`src/logic/hispi_defines.svh`:
```
//--------------------------------------------------------------------
// hispi receive side global sizes
// lanes, pixel width, buffer depth and sync code field
//--------------------------------------------------------------------
`ifndef HISPI_DEFINES_SVH
`define HISPI_DEFINES_SVH

// four data lanes from the deserializer
`define HISPI_LANES       4
// bits per lane word
`define HISPI_PIX_WIDTH   12
// marked word entries in the rx buffer
`define HISPI_FIFO_DEPTH  16
// low bits of the third sync word holding the code
`define HISPI_CODE_WIDTH  4

`endif
```
`src/logic/hispi_pkg.sv`:
```
//--------------------------------------------------------------------
// hispi receive types
// sync codes, FSM states and the packed four-lane word
//--------------------------------------------------------------------
`include "hispi_defines.svh"

package hispi_pkg;

	//----------------------------------------------------------------------
	// sync codes
	//----------------------------------------------------------------------
	// code sits in the low bits of the third sync word, rest all zero
	typedef enum logic [`HISPI_CODE_WIDTH-1:0] {
		SYNC_SOL = 4'd1,	// start of line
		SYNC_SOF = 4'd3,	// start of frame
		SYNC_EOL = 4'd5,	// end of line
		SYNC_EOF = 4'd7	// end of frame
	} sync_code_e;

	//----------------------------------------------------------------------
	// FSM states
	//----------------------------------------------------------------------
	typedef enum logic [1:0] {
		DEC_UNLOCKED,	// waiting for align + first sof
		DEC_FRAME_GAP,	// locked, between lines
		DEC_LINE	// payload words being tagged
	} dec_state_e;

	typedef enum logic {
		SER_IDLE,	// nothing held
		SER_SHIFT	// unloading four lanes
	} ser_state_e;

	//----------------------------------------------------------------------
	// data word
	//----------------------------------------------------------------------
	// little endian lane order, lane 0 in the low bits
	typedef logic [`HISPI_LANES*`HISPI_PIX_WIDTH-1:0] pix_word_t;

endpackage

```
`src/logic/pixel_stream_if.sv`:
```
//--------------------------------------------------------------------
// marked pixel word link
// one four-lane word plus its frame and line boundary flags
//--------------------------------------------------------------------
`timescale 1ns/1ps
`include "hispi_defines.svh"

interface pixel_stream_if import hispi_pkg::*; ();

	logic		valid;	// push strobe or not-empty level
	pix_word_t	word;	// four lanes, lane 0 low
	logic		sof;	// first word of frame
	logic		sol;	// first word of line
	logic		eol;	// last word of line
	logic		eof;	// last word of frame

	// sending side
	modport src (
		output valid, word,
		output sof, sol, eol, eof
	);

	// receiving side
	modport dst (
		input valid, word,
		input sof, sol, eol, eof
	);

endinterface

```
`src/logic/hispi_rx_top.sv`:
```
//--------------------------------------------------------------------
// hispi receiver top
// sync decoder -> word FIFO -> pixel serializer
//--------------------------------------------------------------------
`timescale 1ns/1ps
`include "hispi_defines.svh"

module hispi_rx_top import hispi_pkg::*; (
	input	logic				clk,
	input	logic				i_reset,
	input	logic				i_clk_en,	// deserializer word strobe
	input	logic				i_align_done,	// bit alignment level
	input	pix_word_t			i_data,	// lane 3..0, lane 0 low
	output	logic				o_locked,
	output	logic				o_pix_valid,
	output	logic [`HISPI_PIX_WIDTH-1:0]	o_pix,
	output	logic				o_lval,
	output	logic				o_fval,
	output	logic				o_overflow
);

	pixel_stream_if push_bus ();	// decoder to FIFO
	pixel_stream_if head_bus ();	// FIFO to serializer

	logic pop;

	// sync search and payload marking
	hispi_sync_decoder u_decoder (
		.clk          (clk),
		.i_reset      (i_reset),
		.i_clk_en     (i_clk_en),
		.i_align_done (i_align_done),
		.i_word       (i_data),
		.o_locked     (o_locked),
		.o_stream     (push_bus.src)
	);

	// burst absorber
	pixel_word_fifo u_fifo (
		.clk        (clk),
		.i_reset    (i_reset),
		.i_push     (push_bus.dst),
		.o_head     (head_bus.src),
		.i_pop      (pop),
		.o_overflow (o_overflow)
	);

	// one pixel per clock out
	pixel_serializer u_serializer (
		.clk         (clk),
		.i_reset     (i_reset),
		.i_head      (head_bus.dst),
		.o_pop       (pop),
		.o_pix_valid (o_pix_valid),
		.o_pix       (o_pix),
		.o_lval      (o_lval),
		.o_fval      (o_fval)
	);

endmodule

```
`src/logic/pixel_serializer.sv`:
```
//--------------------------------------------------------------------
// pixel serializer
// one marked word out as four pixels, lane 0 first, with lval/fval
//--------------------------------------------------------------------
`timescale 1ns/1ps
`include "hispi_defines.svh"

module pixel_serializer import hispi_pkg::*; (
	input	logic				clk,
	input	logic				i_reset,
	pixel_stream_if.dst			i_head,	// FIFO head, valid = not empty
	output	logic				o_pop,
	output	logic				o_pix_valid,
	output	logic [`HISPI_PIX_WIDTH-1:0]	o_pix,
	output	logic				o_lval,
	output	logic				o_fval
);

	localparam int PW = `HISPI_PIX_WIDTH;

	ser_state_e	state;
	logic [1:0]	lane_cnt;	// lane on o_pix
	logic		last_lane;
	logic		pop;

	pix_word_t	word_q;	// word being unloaded
	logic		eol_q;	// held end markers
	logic		eof_q;

	logic		lval_q;
	logic		fval_q;

	assign last_lane = (lane_cnt == 2'(`HISPI_LANES - 1));

	// take a word when idle or on the last pixel of the current one
	assign pop = i_head.valid &&
		((state == SER_IDLE) || ((state == SER_SHIFT) && last_lane));

	//----------------------------------------------------------------------
	// FSM and lane counter
	//----------------------------------------------------------------------
	always_ff @(posedge clk) begin
		if (i_reset) begin
			state    <= SER_IDLE;
			lane_cnt <= '0;
			lval_q   <= 1'b0;
			fval_q   <= 1'b0;
		end else begin
			case (state)
				SER_IDLE: begin
					if (pop) begin
						state    <= SER_SHIFT;
						lane_cnt <= '0;
					end
				end
				SER_SHIFT: begin
					if (last_lane) begin
						lane_cnt <= '0;
						if (!pop)
							state <= SER_IDLE;	// nothing queued
					end else begin
						lane_cnt <= lane_cnt + 1'b1;
					end
				end
				default: state <= SER_IDLE;
			endcase

			// levels drop after the last pixel of a closing word
			if ((state == SER_SHIFT) && last_lane && eol_q)
				lval_q <= 1'b0;
			if ((state == SER_SHIFT) && last_lane && eof_q)
				fval_q <= 1'b0;

			// and rise with the first pixel of an opening word
			if (pop && (i_head.sof || i_head.sol))
				lval_q <= 1'b1;
			if (pop && i_head.sof)
				fval_q <= 1'b1;
		end
	end

	//----------------------------------------------------------------------
	// word hold
	//----------------------------------------------------------------------
	always_ff @(posedge clk) begin
		if (pop) begin
			word_q <= i_head.word;
			eol_q  <= i_head.eol;
			eof_q  <= i_head.eof;
		end
	end

	assign o_pop       = pop;
	assign o_pix_valid = (state == SER_SHIFT);
	assign o_pix       = word_q[lane_cnt*PW +: PW];	// lane 0 low
	assign o_lval      = lval_q;
	assign o_fval      = fval_q;

endmodule

```
`src/logic/pixel_word_fifo.sv`:
```
//--------------------------------------------------------------------
// marked word FIFO
// first word fall through, drops on full and flags overflow
//--------------------------------------------------------------------
`timescale 1ns/1ps
`include "hispi_defines.svh"

module pixel_word_fifo import hispi_pkg::*; (
	input	logic		clk,
	input	logic		i_reset,
	pixel_stream_if.dst	i_push,	// valid is a push strobe
	pixel_stream_if.src	o_head,	// valid is not-empty
	input	logic		i_pop,
	output	logic		o_overflow	// sticky until reset
);

	localparam int DEPTH = `HISPI_FIFO_DEPTH;
	localparam int PTR_W = $clog2(DEPTH);
	localparam int CNT_W = $clog2(DEPTH + 1);

	pix_word_t		mem_word [DEPTH];
	logic [3:0]		mem_mark [DEPTH];	// {eof, eol, sol, sof}

	logic [PTR_W-1:0]	wr_ptr;
	logic [PTR_W-1:0]	rd_ptr;
	logic [CNT_W-1:0]	count;
	logic			full;
	logic			empty;
	logic			push_ok;
	logic			pop_ok;
	logic			overflow;
	logic [3:0]		head_mark;

	assign full    = (count == CNT_W'(DEPTH));
	assign empty   = (count == '0);
	assign push_ok = i_push.valid && !full;	// full means drop
	assign pop_ok  = i_pop && !empty;

	//----------------------------------------------------------------------
	// storage
	//----------------------------------------------------------------------
	always_ff @(posedge clk) begin
		if (push_ok) begin
			mem_word[wr_ptr] <= i_push.word;
			mem_mark[wr_ptr] <= {i_push.eof, i_push.eol, i_push.sol, i_push.sof};
		end
	end

	//----------------------------------------------------------------------
	// pointers, count, overflow
	//----------------------------------------------------------------------
	always_ff @(posedge clk) begin
		if (i_reset) begin
			wr_ptr   <= '0;
			rd_ptr   <= '0;
			count    <= '0;
			overflow <= 1'b0;
		end else begin
			if (push_ok)
				wr_ptr <= (wr_ptr == PTR_W'(DEPTH - 1)) ? '0 : wr_ptr + 1'b1;
			if (pop_ok)
				rd_ptr <= (rd_ptr == PTR_W'(DEPTH - 1)) ? '0 : rd_ptr + 1'b1;

			case ({push_ok, pop_ok})
				2'b10:   count <= count + 1'b1;
				2'b01:   count <= count - 1'b1;
				default: count <= count;	// none or both
			endcase

			if (i_push.valid && full)
				overflow <= 1'b1;	// word lost
		end
	end

	//----------------------------------------------------------------------
	// head always visible
	//----------------------------------------------------------------------
	assign head_mark = mem_mark[rd_ptr];

	assign o_head.valid = !empty;
	assign o_head.word  = mem_word[rd_ptr];
	assign o_head.sof   = head_mark[0];
	assign o_head.sol   = head_mark[1];
	assign o_head.eol   = head_mark[2];
	assign o_head.eof   = head_mark[3];

	assign o_overflow = overflow;

endmodule

```
`src/logic/hispi_sync_decoder.sv`:
```
//--------------------------------------------------------------------
// hispi sync decoder
// finds sof/sol/eol/eof on lane 0, strips sync words, tags payload
//--------------------------------------------------------------------
`timescale 1ns/1ps
`include "hispi_defines.svh"

module hispi_sync_decoder import hispi_pkg::*; (
	input	logic		clk,
	input	logic		i_reset,
	input	logic		i_clk_en,	// word strobe from deserializer
	input	logic		i_align_done,	// async level, bit alignment done
	input	pix_word_t	i_word,
	output	logic		o_locked,
	pixel_stream_if.src	o_stream
);

	localparam int STAGES = 4;	// three sync words + last payload word
	localparam int PW = `HISPI_PIX_WIDTH;
	localparam int CW = `HISPI_CODE_WIDTH;

	logic			align_meta;	// sync flop 1
	logic			align_sync;	// sync flop 2

	dec_state_e		state;
	dec_state_e		state_nxt;

	logic [2:0][PW-1:0]	win;	// lane 0 window, [0] newest

	pix_word_t [STAGES-1:0]	stage_word;	// delay line, [STAGES-1] oldest
	logic [STAGES-1:0]	stage_tag;	// payload tag per stage
	logic [STAGES-1:0]	stage_sof;
	logic [STAGES-1:0]	stage_sol;

	sync_code_e		code;
	logic			sync_seen;
	logic			sof_det;
	logic			sol_det;
	logic			eol_det;
	logic			eof_det;
	logic			start_det;	// line opens on this enable
	logic			end_det;	// line closes on this enable
	logic			enter_tag;

	logic			push_valid;
	pix_word_t		push_word;
	logic			push_sof;
	logic			push_sol;
	logic			push_eol;
	logic			push_eof;

	//----------------------------------------------------------------------
	// sync detection on lane 0
	//----------------------------------------------------------------------
	assign code = sync_code_e'(win[0][CW-1:0]);

	// zero, zero, then code with the upper bits clear
	assign sync_seen = (win[2] == '0) && (win[1] == '0) && (win[0][PW-1:CW] == '0);

	assign sof_det = sync_seen && (code == SYNC_SOF);
	assign sol_det = sync_seen && (code == SYNC_SOL);
	assign eol_det = sync_seen && (code == SYNC_EOL);
	assign eof_det = sync_seen && (code == SYNC_EOF);

	// only sof opens a line before lock
	assign start_det = ((state == DEC_UNLOCKED) && sof_det) ||
		((state == DEC_FRAME_GAP) && (sof_det || sol_det));
	assign end_det = (state == DEC_LINE) && (eol_det || eof_det);

	// incoming word is payload when a line is open or opens now
	assign enter_tag = (state == DEC_LINE) || start_det;

	//----------------------------------------------------------------------
	// FSM next state
	//----------------------------------------------------------------------
	always_comb begin
		state_nxt = state;
		case (state)
			DEC_UNLOCKED: begin
				if (sof_det)
					state_nxt = DEC_LINE;	// first sof locks
			end
			DEC_FRAME_GAP: begin
				if (sof_det || sol_det)
					state_nxt = DEC_LINE;
			end
			DEC_LINE: begin
				if (eol_det || eof_det)
					state_nxt = DEC_FRAME_GAP;
			end
			default: state_nxt = DEC_UNLOCKED;
		endcase
	end

	//----------------------------------------------------------------------
	// control: sync flops, window, tags, state
	//----------------------------------------------------------------------
	always_ff @(posedge clk) begin
		if (i_reset) begin
			align_meta <= 1'b0;
			align_sync <= 1'b0;
			win        <= '0;
			state      <= DEC_UNLOCKED;
			stage_tag  <= '0;
			stage_sof  <= '0;
			stage_sol  <= '0;
			push_valid <= 1'b0;
		end else begin
			align_meta <= i_align_done;
			align_sync <= align_meta;
			push_valid <= 1'b0;	// one clock strobe

			// window keeps running so sof can be found while unlocked
			if (i_clk_en)
				win <= {win[1:0], i_word[PW-1:0]};

			if (!align_sync) begin
				// alignment lost, drop everything in flight
				state     <= DEC_UNLOCKED;
				stage_tag <= '0;
				stage_sof <= '0;
				stage_sol <= '0;
			end else if (i_clk_en) begin
				state      <= state_nxt;
				push_valid <= stage_tag[STAGES-1];	// oldest leaves now
				if (end_det)
					stage_tag <= '0;	// the three sync words are not payload
				else
					stage_tag <= {stage_tag[STAGES-2:0], enter_tag};
				stage_sof <= {stage_sof[STAGES-2:0], start_det && sof_det};
				stage_sol <= {stage_sol[STAGES-2:0], start_det && sol_det};
			end
		end
	end

	//----------------------------------------------------------------------
	// delay line and push word
	//----------------------------------------------------------------------
	always_ff @(posedge clk) begin
		if (i_clk_en) begin
			stage_word <= {stage_word[STAGES-2:0], i_word};
			push_word  <= stage_word[STAGES-1];
			push_sof   <= stage_sof[STAGES-1];
			push_sol   <= stage_sol[STAGES-1];
			push_eol   <= end_det;	// oldest stage is last of line
			push_eof   <= end_det && eof_det;
		end
	end

	assign o_stream.valid = push_valid;
	assign o_stream.word  = push_word;
	assign o_stream.sof   = push_sof;
	assign o_stream.sol   = push_sol;
	assign o_stream.eol   = push_eol;
	assign o_stream.eof   = push_eof;

	assign o_locked = (state != DEC_UNLOCKED);

endmodule

```
`config.mk`:
```
export PLATFORM = sky130hd
export DESIGN_NAME = hispi_rx_top
export DESIGN_NICKNAME = d
export VERILOG_FILES = /design/src/logic/hispi_pkg.sv /design/src/logic/pixel_stream_if.sv /design/src/logic/hispi_rx_top.sv /design/src/logic/pixel_serializer.sv /design/src/logic/pixel_word_fifo.sv /design/src/logic/hispi_sync_decoder.sv
export VERILOG_INCLUDE_DIRS = /design/src /design/src/logic
export SDC_FILE = /design/constraint.sdc
export NUM_CORES = 1
export LEC_CHECK = 0
export ABC_AREA = 1
export BUFFER_PORTS_ARGS = -buffer_cell sky130_fd_sc_hd__buf_2
export CAP_MARGIN = 20
export CORE_MARGIN = 2
export CORE_UTILIZATION = 60
export DETAILED_ROUTE_END_ITERATION = 8
export GPL_ROUTABILITY_DRIVEN = 0
export MAX_ROUTING_LAYER = met4
export PLACE_DENSITY = 0.75
export SLEW_MARGIN = 40
export SYNTH_ARGS = -nofsm -noshare
export SYNTH_HDL_FRONTEND = slang
export SYNTH_SLANG_ARGS = --single-unit
```
`constraint.sdc`:
```
create_clock -name clk -period 15.2 [get_ports clk]
set_input_delay 2.28 -clock clk [delete_from_list [all_inputs] [get_ports clk]]
set_output_delay 2.28 -clock clk [all_outputs]
set_load 0.1 [all_outputs]
```
## After elaboration in Yosys (flattened, before gate mapping)

Memory sizes are Yosys's and may differ from the RTL's. A register that Yosys moved wholly into a read port is not among the register bits.
Index checks and enable logic that the tools add are counted.

- Output and inout port bits: 17
- Input port bits: 52
- Bits in latches: 0
- Memories kept: 2
- Logic and storage cells: 120
- RAM bits: 832
- ROM bits: 0
- Flip-flop bits (word level): 318

Memory list:

| name | depth | bits a word | read ports | clocked after memory_dff | wr ports | line | RTL |
|---|---|---|---|---|---|---|---|
| u_fifo.mem_word | 16 | 48 | 1 | 1 | 1 | pixel_word_fifo.sv:21 | `pix_word_t mem_word [DEPTH];` |
| u_fifo.mem_mark | 16 | 4 | 1 | 1 | 1 | pixel_word_fifo.sv:22 | `logic [3:0] mem_mark [DEPTH];` |

- Div/mod/pow operators: 0
- Muxes and demuxes: 22
- $lt $le $gt $ge: 0
- Add/subtract/negate cells: 5
- Bitwise operators: 3
- Shift-type cells: 1
- Eq/ne operators: 16
- Multiply operators: 1
- Reduce and logical (&&, ||, !) cells: 41

Operators with widths:

| kind | count |
|---|---|
| $shiftx 48x7->12 | 1 |
| $logic_not 12->1 | 2 |
| $logic_and 1x1->1 | 21 |
| $mux 4 | 5 |
| $mux 2 | 5 |
| $pmux 5 s2 | 1 |
| $add 4x1->4 const B | 2 |
| $eq 4x3->1 const B | 2 |
| $eq 4x4->1 const B | 2 |
| $logic_not 8->1 | 1 |
| $mux 1 | 8 |
| $reduce_bool 2->1 | 4 |
| $eq 2x2->1 const B | 3 |
| $logic_or 1x1->1 | 6 |
| $ne 2x2->1 const B | 3 |
| $pmux 2 s3 | 1 |
| $add 5x1->5 const B | 1 |
| $eq 5x5->1 const B | 1 |
| $logic_not 5->1 | 1 |
| $sub 5x1->5 const B | 1 |
| $eq 2x1->1 const B | 2 |
| $eq 4x1->1 const B | 1 |
| $eq 4x2->1 const B | 1 |
| $mul 2x2->4 const B | 1 |
| other kinds (10) | 13 |

## Depth between registers and ports, before layout

Gate-level depths: netlist of the first run.

- Depth after elaboration: 9
- Gate-level depth with buffers: 16
- Mapped depth without buffers: 16

## By module

Synthesis of the first run repeated with hierarchy kept, for this count alone.

- Cell total of the unflattened synthesis: 3454
- Area total of the unflattened synthesis: 46209.3 sq um

Modules (own cells, without submodules):

| module | cells an instance | times used | area an instance (sq um) | sequential area each (sq um) |
|---|---|---|---|---|
| pixel_word_fifo | 2767 | 1 | 34675.8 | 25344.3 |
| hispi_sync_decoder | 528 | 1 | 9375.2 | 8388.0 |
| pixel_serializer | 159 | 1 | 2158.3 | 1601.5 |

## Worst setup path after synthesis of the first run

No wires, ideal clock.

- Path type: reg2reg
- Start: reg u_fifo.count[0]
- End: mem u_fifo.mem_mark[7][0] (enable)
- Data required time: 14.674 ns
- Buffers on the path: 0
- Arrival: 4.415 ns
- Cell stages (with the launch flop): 7
- Library setup time: 0.526 ns
- Clock period less this slack: 4.941 ns
- Path slack: 10.259 ns
- Cell sequence: dfxtp_1 nor4_2 nand2_1 nand2_2 inv_1 nand2_1 nor3_1

- Cells in the longest elaborated chain, start to end: 5

RTL lines:

| what | line | RTL |
|---|---|---|
| from (decl) | pixel_word_fifo.sv:26 | `logic [CNT_W-1:0] count;` |
| from (signal assigned) | pixel_word_fifo.sv:65 | `2'b10: count <= count + 1'b1;` |
| from (signal assigned) | pixel_word_fifo.sv:66 | `2'b01: count <= count - 1'b1;` |
| from (signal assigned) | pixel_word_fifo.sv:67 | `default: count <= count;` |
| $eq 5x5->1 | pixel_word_fifo.sv:34 | `assign full = (count == CNT_W'(DEPTH));` |
| $logic_not 1->1 | pixel_word_fifo.sv:36 | `assign push_ok = i_push.valid && !full;` |
| $logic_and 1x1->1 | pixel_word_fifo.sv:36 |  |
| $mux 1 | pixel_word_fifo.sv:43 | `if (push_ok) begin` |
| $mux 1 (implied by the code) | pixel_word_fifo.sv:45 | `mem_mark[wr_ptr] <= {i_push.eof, i_push.eol, i_push.sol, i_push.sof};` |
| to (decl) | pixel_word_fifo.sv:22 |  |

No other way between the ends.

## Worst setup path after layout of the first run

- Start: reg u_serializer.lane_cnt[0]
- End: out o_pix[3]

- Cells in the longest elaborated chain, start to end: 2

RTL lines:

| what | line | RTL |
|---|---|---|
| from (decl) | pixel_serializer.sv:22 | `logic [1:0] lane_cnt;` |
| from (signal assigned) | pixel_serializer.sv:62 | `lane_cnt <= lane_cnt + 1'b1;` |
| $mul 2x2->4 | pixel_serializer.sv:95 | `assign o_pix = word_q[lane_cnt*PW +: PW];` |
| $shiftx 48x7->12 | pixel_serializer.sv:95 |  |
| to (decl) | hispi_rx_top.sv:16 | `` output logic [`HISPI_PIX_WIDTH-1:0] o_pix, `` |

No other way between the ends.

==> impl_metrics.env, run 1 <==
export IMPL_cts_root_buf="clkbuf_16"
export IMPL_hp_class="reg -> reg"
export IMPL_tns_ns=0
export IMPL_peakVddDrop_mv=0.178
export IMPL_antenna_found_initial=2
export IMPL_drive_gt1_frac=0.102
export IMPL_critical_path_class="reg -> out"
export IMPL_pin_count=69
export IMPL_cts_resized=0
export IMPL_hold_violations=0
export IMPL_drc=0
export IMPL_cts_htree_levels=3
export IMPL_vias_per_cell=6.28
export IMPL_die_area_sq_um=76500
export IMPL_post_route_min_period_ns=5.18
export IMPL_reg2reg_slack_ns=11.42
export IMPL_finalSetupViolations=0
export IMPL_die_w_microns=277
export IMPL_crit_path_start_kind="register"
export IMPL_p_per_area_nw_per_um2=172
export IMPL_synthesis_area_sq_um=44600
export IMPL_hold_buffers=0
export IMPL_clk_pin_slew_ns=0.06
export IMPL_drv_cap=0
export IMPL_portBuffers=68
export IMPL_fp_coreArea_sq_um=73200
export IMPL_synth_avg_cell_area_sq_um=14.9
export IMPL_numCtsBuffers=114
export IMPL_ant_nets=0
export IMPL_crit_path_max_fanout=26
export IMPL_cts_max_path_buffers=3
export IMPL_cts_setup_buffers=0
export IMPL_slew_violations=0
export IMPL_synth_seq_area_share=0.793
export IMPL_nFillCells=4616
export IMPL_cts_tree="built"
export IMPL_required_ns=12.92
export IMPL_grt_pass1_wl_microns=150000
export IMPL_fmax_mhz=193
export IMPL_synth_cells=2985
export IMPL_status="completed"
export IMPL_syn_num_nets=3046
export IMPL_avgRoutedWirePerCell_microns=24.5
export IMPL_rsz0062_at_grt="false"
export IMPL_wl_microns=100000
export IMPL_total_power_mw=8.59
export IMPL_grt_ovfl_total=0
export IMPL_leakage_nw=16.3
export IMPL_crit_arrival_ns=2.90
export IMPL_cts_sinks=1202
export IMPL_grt_pass1_vias=25100
export IMPL_worst_slew_pin_slew_ns=0.863
export IMPL_yosys_warnings=0
export IMPL_critPathCaptureType="primary output"
export IMPL_multiInputGateArea_sq_um=8280
export IMPL_initialDrtViolationCount=3689
export IMPL_final_net_count=3100
export IMPL_hpwl_microns=50800
export IMPL_ys_ff_latch=1202
export IMPL_finalCritPeriodShare=0.341
export IMPL_clk_latency_ns=0.68
export IMPL_drtPass1Iterations=5
export IMPL_skew_ns=0.0285
export IMPL_dr_total_vias=25700
export IMPL_initial_core_util=0.609
export IMPL_num_rows=99
export IMPL_syn2layout_area_growth_pct=11.7
export IMPL_ys_types=33
export IMPL_grt_use_total=0.267
export IMPL_die_height_microns=277
export IMPL_regArea_sq_um=35300
export IMPL_relSlewSlack=0.424
export IMPL_grt_max_degree=202
[synth_stat cells (all sizes together)]
master,number,area share
dfxtp,76,0.034
o32ai,119,0.023
nor4,2,0.00042
nor3,4,0.00045
clkbuf,112,0.0094
inv,59,0.0050
mux2i,81,0.018
a31oi,2,0.00028
o211ai,40,0.0073
xor2,7,0.0014
nand3,98,0.011
o21ai,285,0.032
o31ai,1,0.00017
nand2,186,0.016
o22ai,12,0.0017
edfxtp,1126,0.76
ha,9,0.0025
buf,64,0.0099
clkinv,3,0.00025
a211oi,1,0.00017
a21oi,42,0.0047
o221ai,73,0.014
nor2,583,0.049
[cell type report]
type / count / area share
repair buffers: 114 / 0.0203
flip-flops and latches: 1202 / 0.710
inverters: 62 / 0.00507
clock buffers: 149 / 0.0634
well taps: 959 / 0.0241
diodes: 1 / 0.0000502
clock inverters: 65 / 0.0113
multi-input cells: 1545 / 0.166
[kinds of logic after synthesis]
family          count (synthesis)  synth area share
xor+xnor                        7           0.00138
simple gates                  873            0.0767
buf+inv                       238            0.0246
flops                        1202             0.793
fa+ha+maj                       9           0.00253
compound gates                575            0.0840
mux                            81            0.0182
[state kept, by name, indices dropped and copies added, names as in the netlist, 4 cells and up, named ones only]
signal and count:
u_decoder.win 32, u_decoder.stage_tag 4, u_fifo.mem_mark 64, u_fifo.count 5, u_decoder.o_stream.word 48, u_fifo.wr_ptr 4, u_decoder.stage_sol 4, u_fifo.rd_ptr 4
u_decoder.stage_sof 4, u_serializer.word_q 48, u_decoder.code 4, u_decoder.stage_word 192, u_fifo.mem_word 768
[where the power goes]
group          leakage (nW)  internal [mW]  switching [mW]
clock network          1.84           1.61            1.19
registers              11.0           3.82           0.153
logic                  3.51          0.521            1.30
total                  16.3           5.95            2.64
[metrics by stage]
stage | setup slack, ns | cell area, sq um | hold slack, ns | cells | utilization
3_3_place_gp | 10.45 | 45700 | 0.390 | 3867 | 0.624
2_1_floorplan | 10.26 | 44600 | 0.388 | 2985 | -
4_1_cts | 10.07 | 49700 | 0.400 | 4090 | 0.679
5_1_grt | 9.84 | 49800 | 0.403 | 4097 | 0.680
6_report | 10.02 | 49800 | 0.401 | 4097 | 0.680
3_5_place_dp | 10.66 | 46000 | 0.396 | 3876 | 0.628
[per-layer routing]
metal	vias up	track usage	share of wire
li1	11300	-	-
met5	-	-	0
met1	12700	0.370	0.40
met3	207	0.0426	0.10
met4	0	0.0897	0.026
met2	1516	0.411	0.47
[critical path, cell delays in order (launching register included)]
cell	delay, ns
dfxtp_1	0.82
inv_1	0.56
o21ai_0	0.37
o22ai_1	0.14
buf_2	0.32
[worst paths after layout]
check | start | endpoint | cells after the start
setup / recovery | u_serializer.lane_cnt[0] | o_pix[3] | 4
hold / removal | u_decoder.align_meta | u_decoder.align_sync | 2
hold reg to reg | u_decoder.align_meta | u_decoder.align_sync | 2
setup reg to reg | u_serializer.lane_cnt[0] | u_fifo.count[4] | 15
[placed cells by master (no fill, tap or decap), types with 3 or more instances in the layout]
master and count:
xor2_1 7, nor2_4 16, nor2_1 566, dfxtp_4 3, clkinv_1 24, dfxtp_1 72, nand3_1 98, clkbuf_1 19
clkbuf_16 117, buf_16 8, o211ai_1 35, inv_1 55, buf_2 67, clkinv_2 27, buf_8 4, buf_6 12
buf_12 7, nand2_1 185, nor3_1 3, bufinv_16 9, o32ai_1 119, ha_1 9, a21oi_1 42, o21ai_1 5
o211ai_2 5, edfxtp_1 1126, mux2i_1 81, o21ai_0 280, o22ai_1 12, o221ai_1 73, inv_6 3, clkbuf_8 11
buf_4 16
No activity file was read; power rests on OpenSTA's default activity.
==> run 2, diff against run 1 <==
Settings changed: ABC_AREA 1 to 0, PLACE_DENSITY 0.75 to 0.76.
Clock period 15.2 ns to 5.3 ns, I/O delays scaled along.
==> impl_metrics.env, run 2 <==
export IMPL_status="completed"
export IMPL_synthesis_area_sq_um=43500
export IMPL_worst_path_stages=10
export IMPL_synth_cells=1820
export IMPL_critical_path_class="reg -> reg"
export IMPL_grt_max_degree=117
export IMPL_hold_violations=0
export IMPL_synth_top_cell_by_area="edfxtp_1"
export IMPL_worstPathCellList="nor4_2 > a21boi_1 > ha_1 > xor2_1 > ha_1 > or3b_2 > a21oi_1 > o21bai_1 > a21oi_1 > mux2_2"
export IMPL_vias_per_cell=6.52
export IMPL_cts_root_buf="clkbuf_16"
export IMPL_antenna_found_initial=2
export IMPL_r2r_end="u_fifo.count[4]"
export IMPL_cpPeakStageDelay_ns=0.66
export IMPL_synth_seq_area_share=0.812
export IMPL_critPathBufInv=0
export IMPL_final_net_count=2029
export IMPL_crit_start="u_fifo.count[1]"
export IMPL_synthArstFlopShare=0
export IMPL_drive_gt1_frac=0.276
export IMPL_cts_sinks=1202
export IMPL_regArea_sq_um=35400
export IMPL_grt_use_total=0.263
export IMPL_num_rows=98
export IMPL_drtPass1Iterations=5
export IMPL_design_area_sq_um=48900
export IMPL_top_register="u_fifo.mem_word"
export IMPL_ys_ff_latch=1202
export IMPL_syn_num_nets=1881
export IMPL_dp_cells=2802
export IMPL_instances_no_fill=3014
export IMPL_reg2reg_slack_ns=1.66
export IMPL_synth_edf_count=1126
export IMPL_largestRegisters="u_fifo.mem_word (768), u_decoder.stage_word (192), u_fifo.mem_mark (64)"
export IMPL_met1_length_microns=34700
export IMPL_wl_met3_microns=7820
export IMPL_skew_ns=0.0386
export IMPL_synth_flop_cell="edfxtp_1"
export IMPL_wl_microns=92100
export IMPL_largest_reg_flops=768
export IMPL_synth_most_common_cell="edfxtp_1"
export IMPL_required_ns=5.86
export IMPL_netlist_top_cells_count="edfxtp_1, mux4_2, dfxtp_1"
export IMPL_crit_arrival_ns=4.20
export IMPL_ff2ff_path_depth=10
export IMPL_hpwl_microns=45200
export IMPL_multiInputGateArea_sq_um=7890
export IMPL_die_height_microns=273
export IMPL_detailed_place_area_sq_um=45400
export IMPL_final_common_cell="edfxtp_1"
export IMPL_pin_count=69
export IMPL_holdWs_ns=0.277
export IMPL_hp_class="in -> reg"
export IMPL_ys_types=46
export IMPL_cp_top_family="simple AND/OR/NAND/NOR gates"
export IMPL_slowest_stage="nor4_2"
export IMPL_nFillCells=4203
export IMPL_drv_cap=0
export IMPL_initialDrtViolationCount=2567
export IMPL_dpl_worst_slack_ns=1.75
export IMPL_finalCritPeriodShare=0.688
export IMPL_yosys_area_top_type_share=0.777
export IMPL_clk_latency_ns=0.70
export IMPL_layout_setup_ws_ns=1.66
export IMPL_fmax_mhz=274
export IMPL_relSlewSlack=0.430
export IMPL_slew_violations=0
export IMPL_finalSetupViolations=0
export IMPL_yosys_top_cells_area="edfxtp_1, mux4_2, dfxtp_1"
export IMPL_highest_layer="met4"
export IMPL_cts_setup_buffers=0
export IMPL_cts_htree_levels=3
export IMPL_post_route_min_period_ns=3.64
export IMPL_grt_pass1_wl_microns=136000
export IMPL_p_per_area_nw_per_um2=459
export IMPL_tns_ns=0
export IMPL_layout_common_cells="edfxtp_1, mux4_2, clkbuf_16"
export IMPL_dr_total_vias=19700
export IMPL_timing_rr_start="u_fifo.count[1]"
export IMPL_route_met2_wl_microns=46900
export IMPL_ant_nets=0
export IMPL_crit_path_start_kind="register"
export IMPL_syn2layout_area_growth_pct=12.4
export IMPL_fp_coreArea_sq_um=71600
export IMPL_initial_core_util=0.608
export IMPL_cts_resized=0
export IMPL_yosys_warnings=0
export IMPL_leakage_nw=15.4
export IMPL_cp_endpoint="u_fifo.count[4]"
export IMPL_grt_pass1_vias=20200
export IMPL_peakVddDrop_mv=0.411
export IMPL_rsz0062_at_grt="false"
export IMPL_cts_tree="built"
export IMPL_grt_ovfl_total=0
export IMPL_worst_slew_pin_slew_ns=0.855
export IMPL_synth_avg_cell_area_sq_um=23.9
export IMPL_critPathCaptureType="register"
export IMPL_clk_pin_slew_ns=0.06
export IMPL_portBuffers=68
export IMPL_drc=0
export IMPL_crit_path_max_fanout=8
export IMPL_numCtsBuffers=112
export IMPL_cts_max_path_buffers=3
export IMPL_die_w_microns=273
export IMPL_avgRoutedWirePerCell_microns=30.6
export IMPL_die_area_sq_um=74700
export IMPL_hold_buffers=0
[run 2: cell count changes in the layout (fill, tap and decap cells not counted), sizes merged, moves of 12 or more]
cell	previous run	this run
mux2i	81	49
o22ai	12	0
o32ai	119	0
o221ai	73	0
nand2	186	20
mux4	0	270
nand3	98	9
o211ai	40	1
a21oi	42	22
inv	63	10
o21ai	285	6
nor2	583	74
[run 2: cell type report]
class,count,share of cell area
Clock inverter,56,0.00995
Timing Repair Buffer,115,0.0193
Multi-Input combinational cell,530,0.161
Tap cell,950,0.0243
Sequential cell,1202,0.723
Clock buffer,152,0.0621
Antenna cell,2,0.000102
Inverter,7,0.000537
[run 2: through the flow]
stage                     utilization  power, mW
after floorplan                     -       14.0
after global placement          0.631       14.7
after detailed placement        0.633       14.9
after CTS                       0.683       22.6
after global routing            0.683       23.1
final                           0.683       22.5
[run 2: power by group]
part	switching, mW	internal [mW]
clock	3.37	4.35
sequential	0.430	10.9
combinational	1.93	1.51
total	5.73	16.7
[run 2: worst min-delay path by stage]
stage / end / slack, ns / start / cells after the start
6_report: u_decoder.stage_word[24] / 0.28 / i_data[24] / 1
5_1_grt: u_decoder.stage_word[20] / 0.25 / i_data[20] / 1
4_1_cts: u_decoder.stage_word[24] / 0.24 / i_data[24] / 1
3_5_place_dp: u_decoder.o_stream.word[11] / 0.40 / u_decoder.stage_word[155] / 0
3_3_place_gp: u_decoder.stage_word[114] / 0.40 / u_decoder.stage_word[66] / 0
2_1_floorplan: u_decoder.o_stream.word[0] / 0.40 / u_decoder.stage_word[144] / 0
[run 2: logic make-up after synthesis]
kind of cell / share of synthesized area
compound gates: 0.00581
xor+xnor: 0.00121
fa+ha+maj: 0.00259
buf+inv: 0.00975
flops: 0.812
mux: 0.151
simple gates: 0.0175
[run 2: routing by layer]
layer	GRT usage	vias up
met5	-	-
met2	0.418	1108
met1	0.352	10400
met4	0.0835	0
li1	-	7941
met3	0.0484	183
==> run 3, diff against run 2 <==
Settings changed: CORE_UTILIZATION 60 to 56, PLACE_DENSITY 0.76 to 0.74.
Clock period 5.3 ns to 3.2 ns, I/O delays scaled along.
==> impl_metrics.env, run 3 (synthesis gave the netlist of run 2 again) <==
export IMPL_final_common_cell="edfxtp_1"
export IMPL_relSlewSlack=0.419
export IMPL_post_route_min_period_ns=3.07
export IMPL_p_int_mw=28.4
export IMPL_p_sw_frac=0.253
export IMPL_pin_count=69
export IMPL_drv_cap=0
export IMPL_syn2layout_area_growth_pct=15.1
export IMPL_crit_start="u_fifo.count[0]"
export IMPL_nFillCells=4815
export IMPL_p_per_area_nw_per_um2=758
export IMPL_peakVddDrop_mv=0.662
export IMPL_reg2reg_slack_ns=0.13
export IMPL_layout_common_cells="edfxtp_1, mux4_2, clkbuf_16"
export IMPL_portBuffers=68
export IMPL_drc=0
export IMPL_largestRegisters="u_fifo.mem_word (768), u_decoder.stage_word (192), u_fifo.mem_mark (64)"
export IMPL_timing_rr_start="u_fifo.count[0]"
export IMPL_rsz0062_at_grt="false"
export IMPL_hpwl_microns=45000
export IMPL_cts_resized=0
export IMPL_slew_violations=0
export IMPL_fmax_mhz=326
export IMPL_cts_max_path_buffers=3
export IMPL_dr_total_vias=19600
export IMPL_ff2ff_path_depth=10
export IMPL_die_area_sq_um=80000
export IMPL_cp_endpoint="u_fifo.count[4]"
export IMPL_drtPass1Iterations=7
export IMPL_critical_path_class="reg -> reg"
export IMPL_layout_setup_ws_ns=0.130
export IMPL_initialDrtViolationCount=2404
export IMPL_leakage_nw=15.8
export IMPL_grt_pass1_wl_microns=133000
export IMPL_holdWs_ns=0.0374
export IMPL_clk_latency_ns=0.69
export IMPL_status="completed"
export IMPL_grt_use_total=0.241
export IMPL_fp_coreArea_sq_um=77200
export IMPL_grt_max_degree=91
export IMPL_antenna_found_initial=2
export IMPL_largest_reg_flops=768
export IMPL_num_rows=102
export IMPL_die_height_microns=283
export IMPL_required_ns=3.76
export IMPL_crit_arrival_ns=3.63
export IMPL_avgRoutedWirePerCell_microns=28.5
export IMPL_n_antenna_cell=0
export IMPL_drive_gt1_frac=0.286
export IMPL_seqPwrFrac=0.491
export IMPL_crit_path_start_kind="register"
export IMPL_cts_htree_levels=3
export IMPL_numCtsBuffers=115
export IMPL_die_w_microns=283
export IMPL_cts_sinks=1202
export IMPL_hold_violations=0
export IMPL_r2r_end="u_fifo.count[4]"
export IMPL_cts_tree="built"
export IMPL_grt_pass1_vias=20200
export IMPL_grt_ovfl_total=0
export IMPL_finalCritPeriodShare=0.959
export IMPL_worst_slew_pin_slew_ns=0.870
export IMPL_pwr_share_comb=0.155
export IMPL_final_net_count=2093
export IMPL_wl_microns=90500
export IMPL_ant_nets=0
export IMPL_critPathCaptureType="register"
export IMPL_finalSetupViolations=0
export IMPL_hp_class="in -> reg"
export IMPL_clk_pin_slew_ns=0.07
export IMPL_pwr_share_clk=0.354
export IMPL_switching_power_mw=9.60
export IMPL_skew_ns=0.0302
export IMPL_cts_root_buf="clkbuf_16"
export IMPL_crit_path_max_fanout=5
export IMPL_dpl_worst_slack_ns=0.242
export IMPL_top_register="u_fifo.mem_word"
export IMPL_initial_core_util=0.564
export IMPL_vias_per_cell=6.17
run 3: cell count changes in the layout (fill, tap and decap cells not counted), moves of 5 or more:
cell,previous run,this run
clkbuf_1,35,16
buf_12,9,36
bufinv_16,7,13
clkinvlp_4,0,8
dlygate4sd3_1,0,46
clkinv_2,22,30
buf_6,5,0
run 3: power groups by stage:
stage	combinational, mW	sequential (mW)	clock (mW)
3_3_place_gp	5.71	18.9	0
2_1_floorplan	4.45	18.6	0
3_5_place_dp	5.81	18.9	0
6_report	5.90	18.6	13.5
4_1_cts	5.98	18.6	13.7
5_1_grt	6.23	18.7	14.3
run 3: repair_timing:
item | in CTS | in global routing
hold buffers | 46 | 0
buffers inserted | 0 | 0
endpoints found under the setup margin | 0 | 0
endpoints found under the hold margin | 46 | 0
run 3: per-stage QoR:
stage / std cells / instance area [sq um] / total power, mW / utilization / setup TNS, ns
floorplan: 1820 / 43500 / 23.1 / - / -340.04
CTS: 3171 / 50100 / 38.3 / 0.649 / 0
detailed placement: 2909 / 45800 / 24.7 / 0.594 / 0
finish: 3171 / 50100 / 38.0 / 0.649 / 0
global route: 3171 / 50100 / 39.2 / 0.649 / 0
global placement: 2909 / 45800 / 24.6 / 0.594 / 0
run 3: worst min path at each step:
| stage | cells past startpoint | from | slack (ns) | to |
|---|---|---|---|---|
| final | 1 | i_data[1] | 0.04 | u_decoder.stage_word[1] |
| after global routing | 1 | i_data[10] | 0.0007 | u_decoder.stage_word[10] |
| after CTS | 1 | i_data[10] | 0.0007 | u_decoder.stage_word[10] |
| after detailed placement | 0 | u_decoder.stage_word[167] | 0.40 | u_decoder.o_stream.word[23] |
| after global placement | 0 | u_decoder.stage_word[185] | 0.40 | u_decoder.o_stream.word[41] |
| after floorplan | 0 | u_decoder.stage_word[144] | 0.40 | u_decoder.o_stream.word[0] |
run 3: final cells by class:
| class | count | area (sq um) | share of cell area |
|---|---|---|---|
| Tap cell | 1040 | 1300 | 0.0260 |
| Timing Repair Buffer | 176 | 1730 | 0.0345 |
| Multi-Input combinational cell | 530 | 7910 | 0.158 |
| Sequential cell | 1202 | 35300 | 0.706 |
| Inverter | 7 | 26.3 | 0.000524 |
| Clock buffer | 134 | 3000 | 0.0599 |
| Clock inverter | 82 | 783 | 0.0156 |
run 3: per-layer routing:
metal / global-route usage / vias to the layer above / part of all wire
met5: - / - / 0
met4: 0.0761 / 0 / 0.029
met3: 0.0419 / 175 / 0.085
met2: 0.378 / 1004 / 0.50
met1: 0.330 / 10300 / 0.39
li1: - / 8071 / -
run 3: worst max-delay path, cell delays in order, from the launching register on:
cell and delay [ns]:
dfxtp_1 0.38, nor4_2 0.54, a21boi_1 0.17, ha_1 0.24, xor2_1 0.15, ha_1 0.22, or3b_2 0.45, a21oi_1 0.19
o21bai_1 0.12, a21oi_1 0.15, mux2_2 0.35
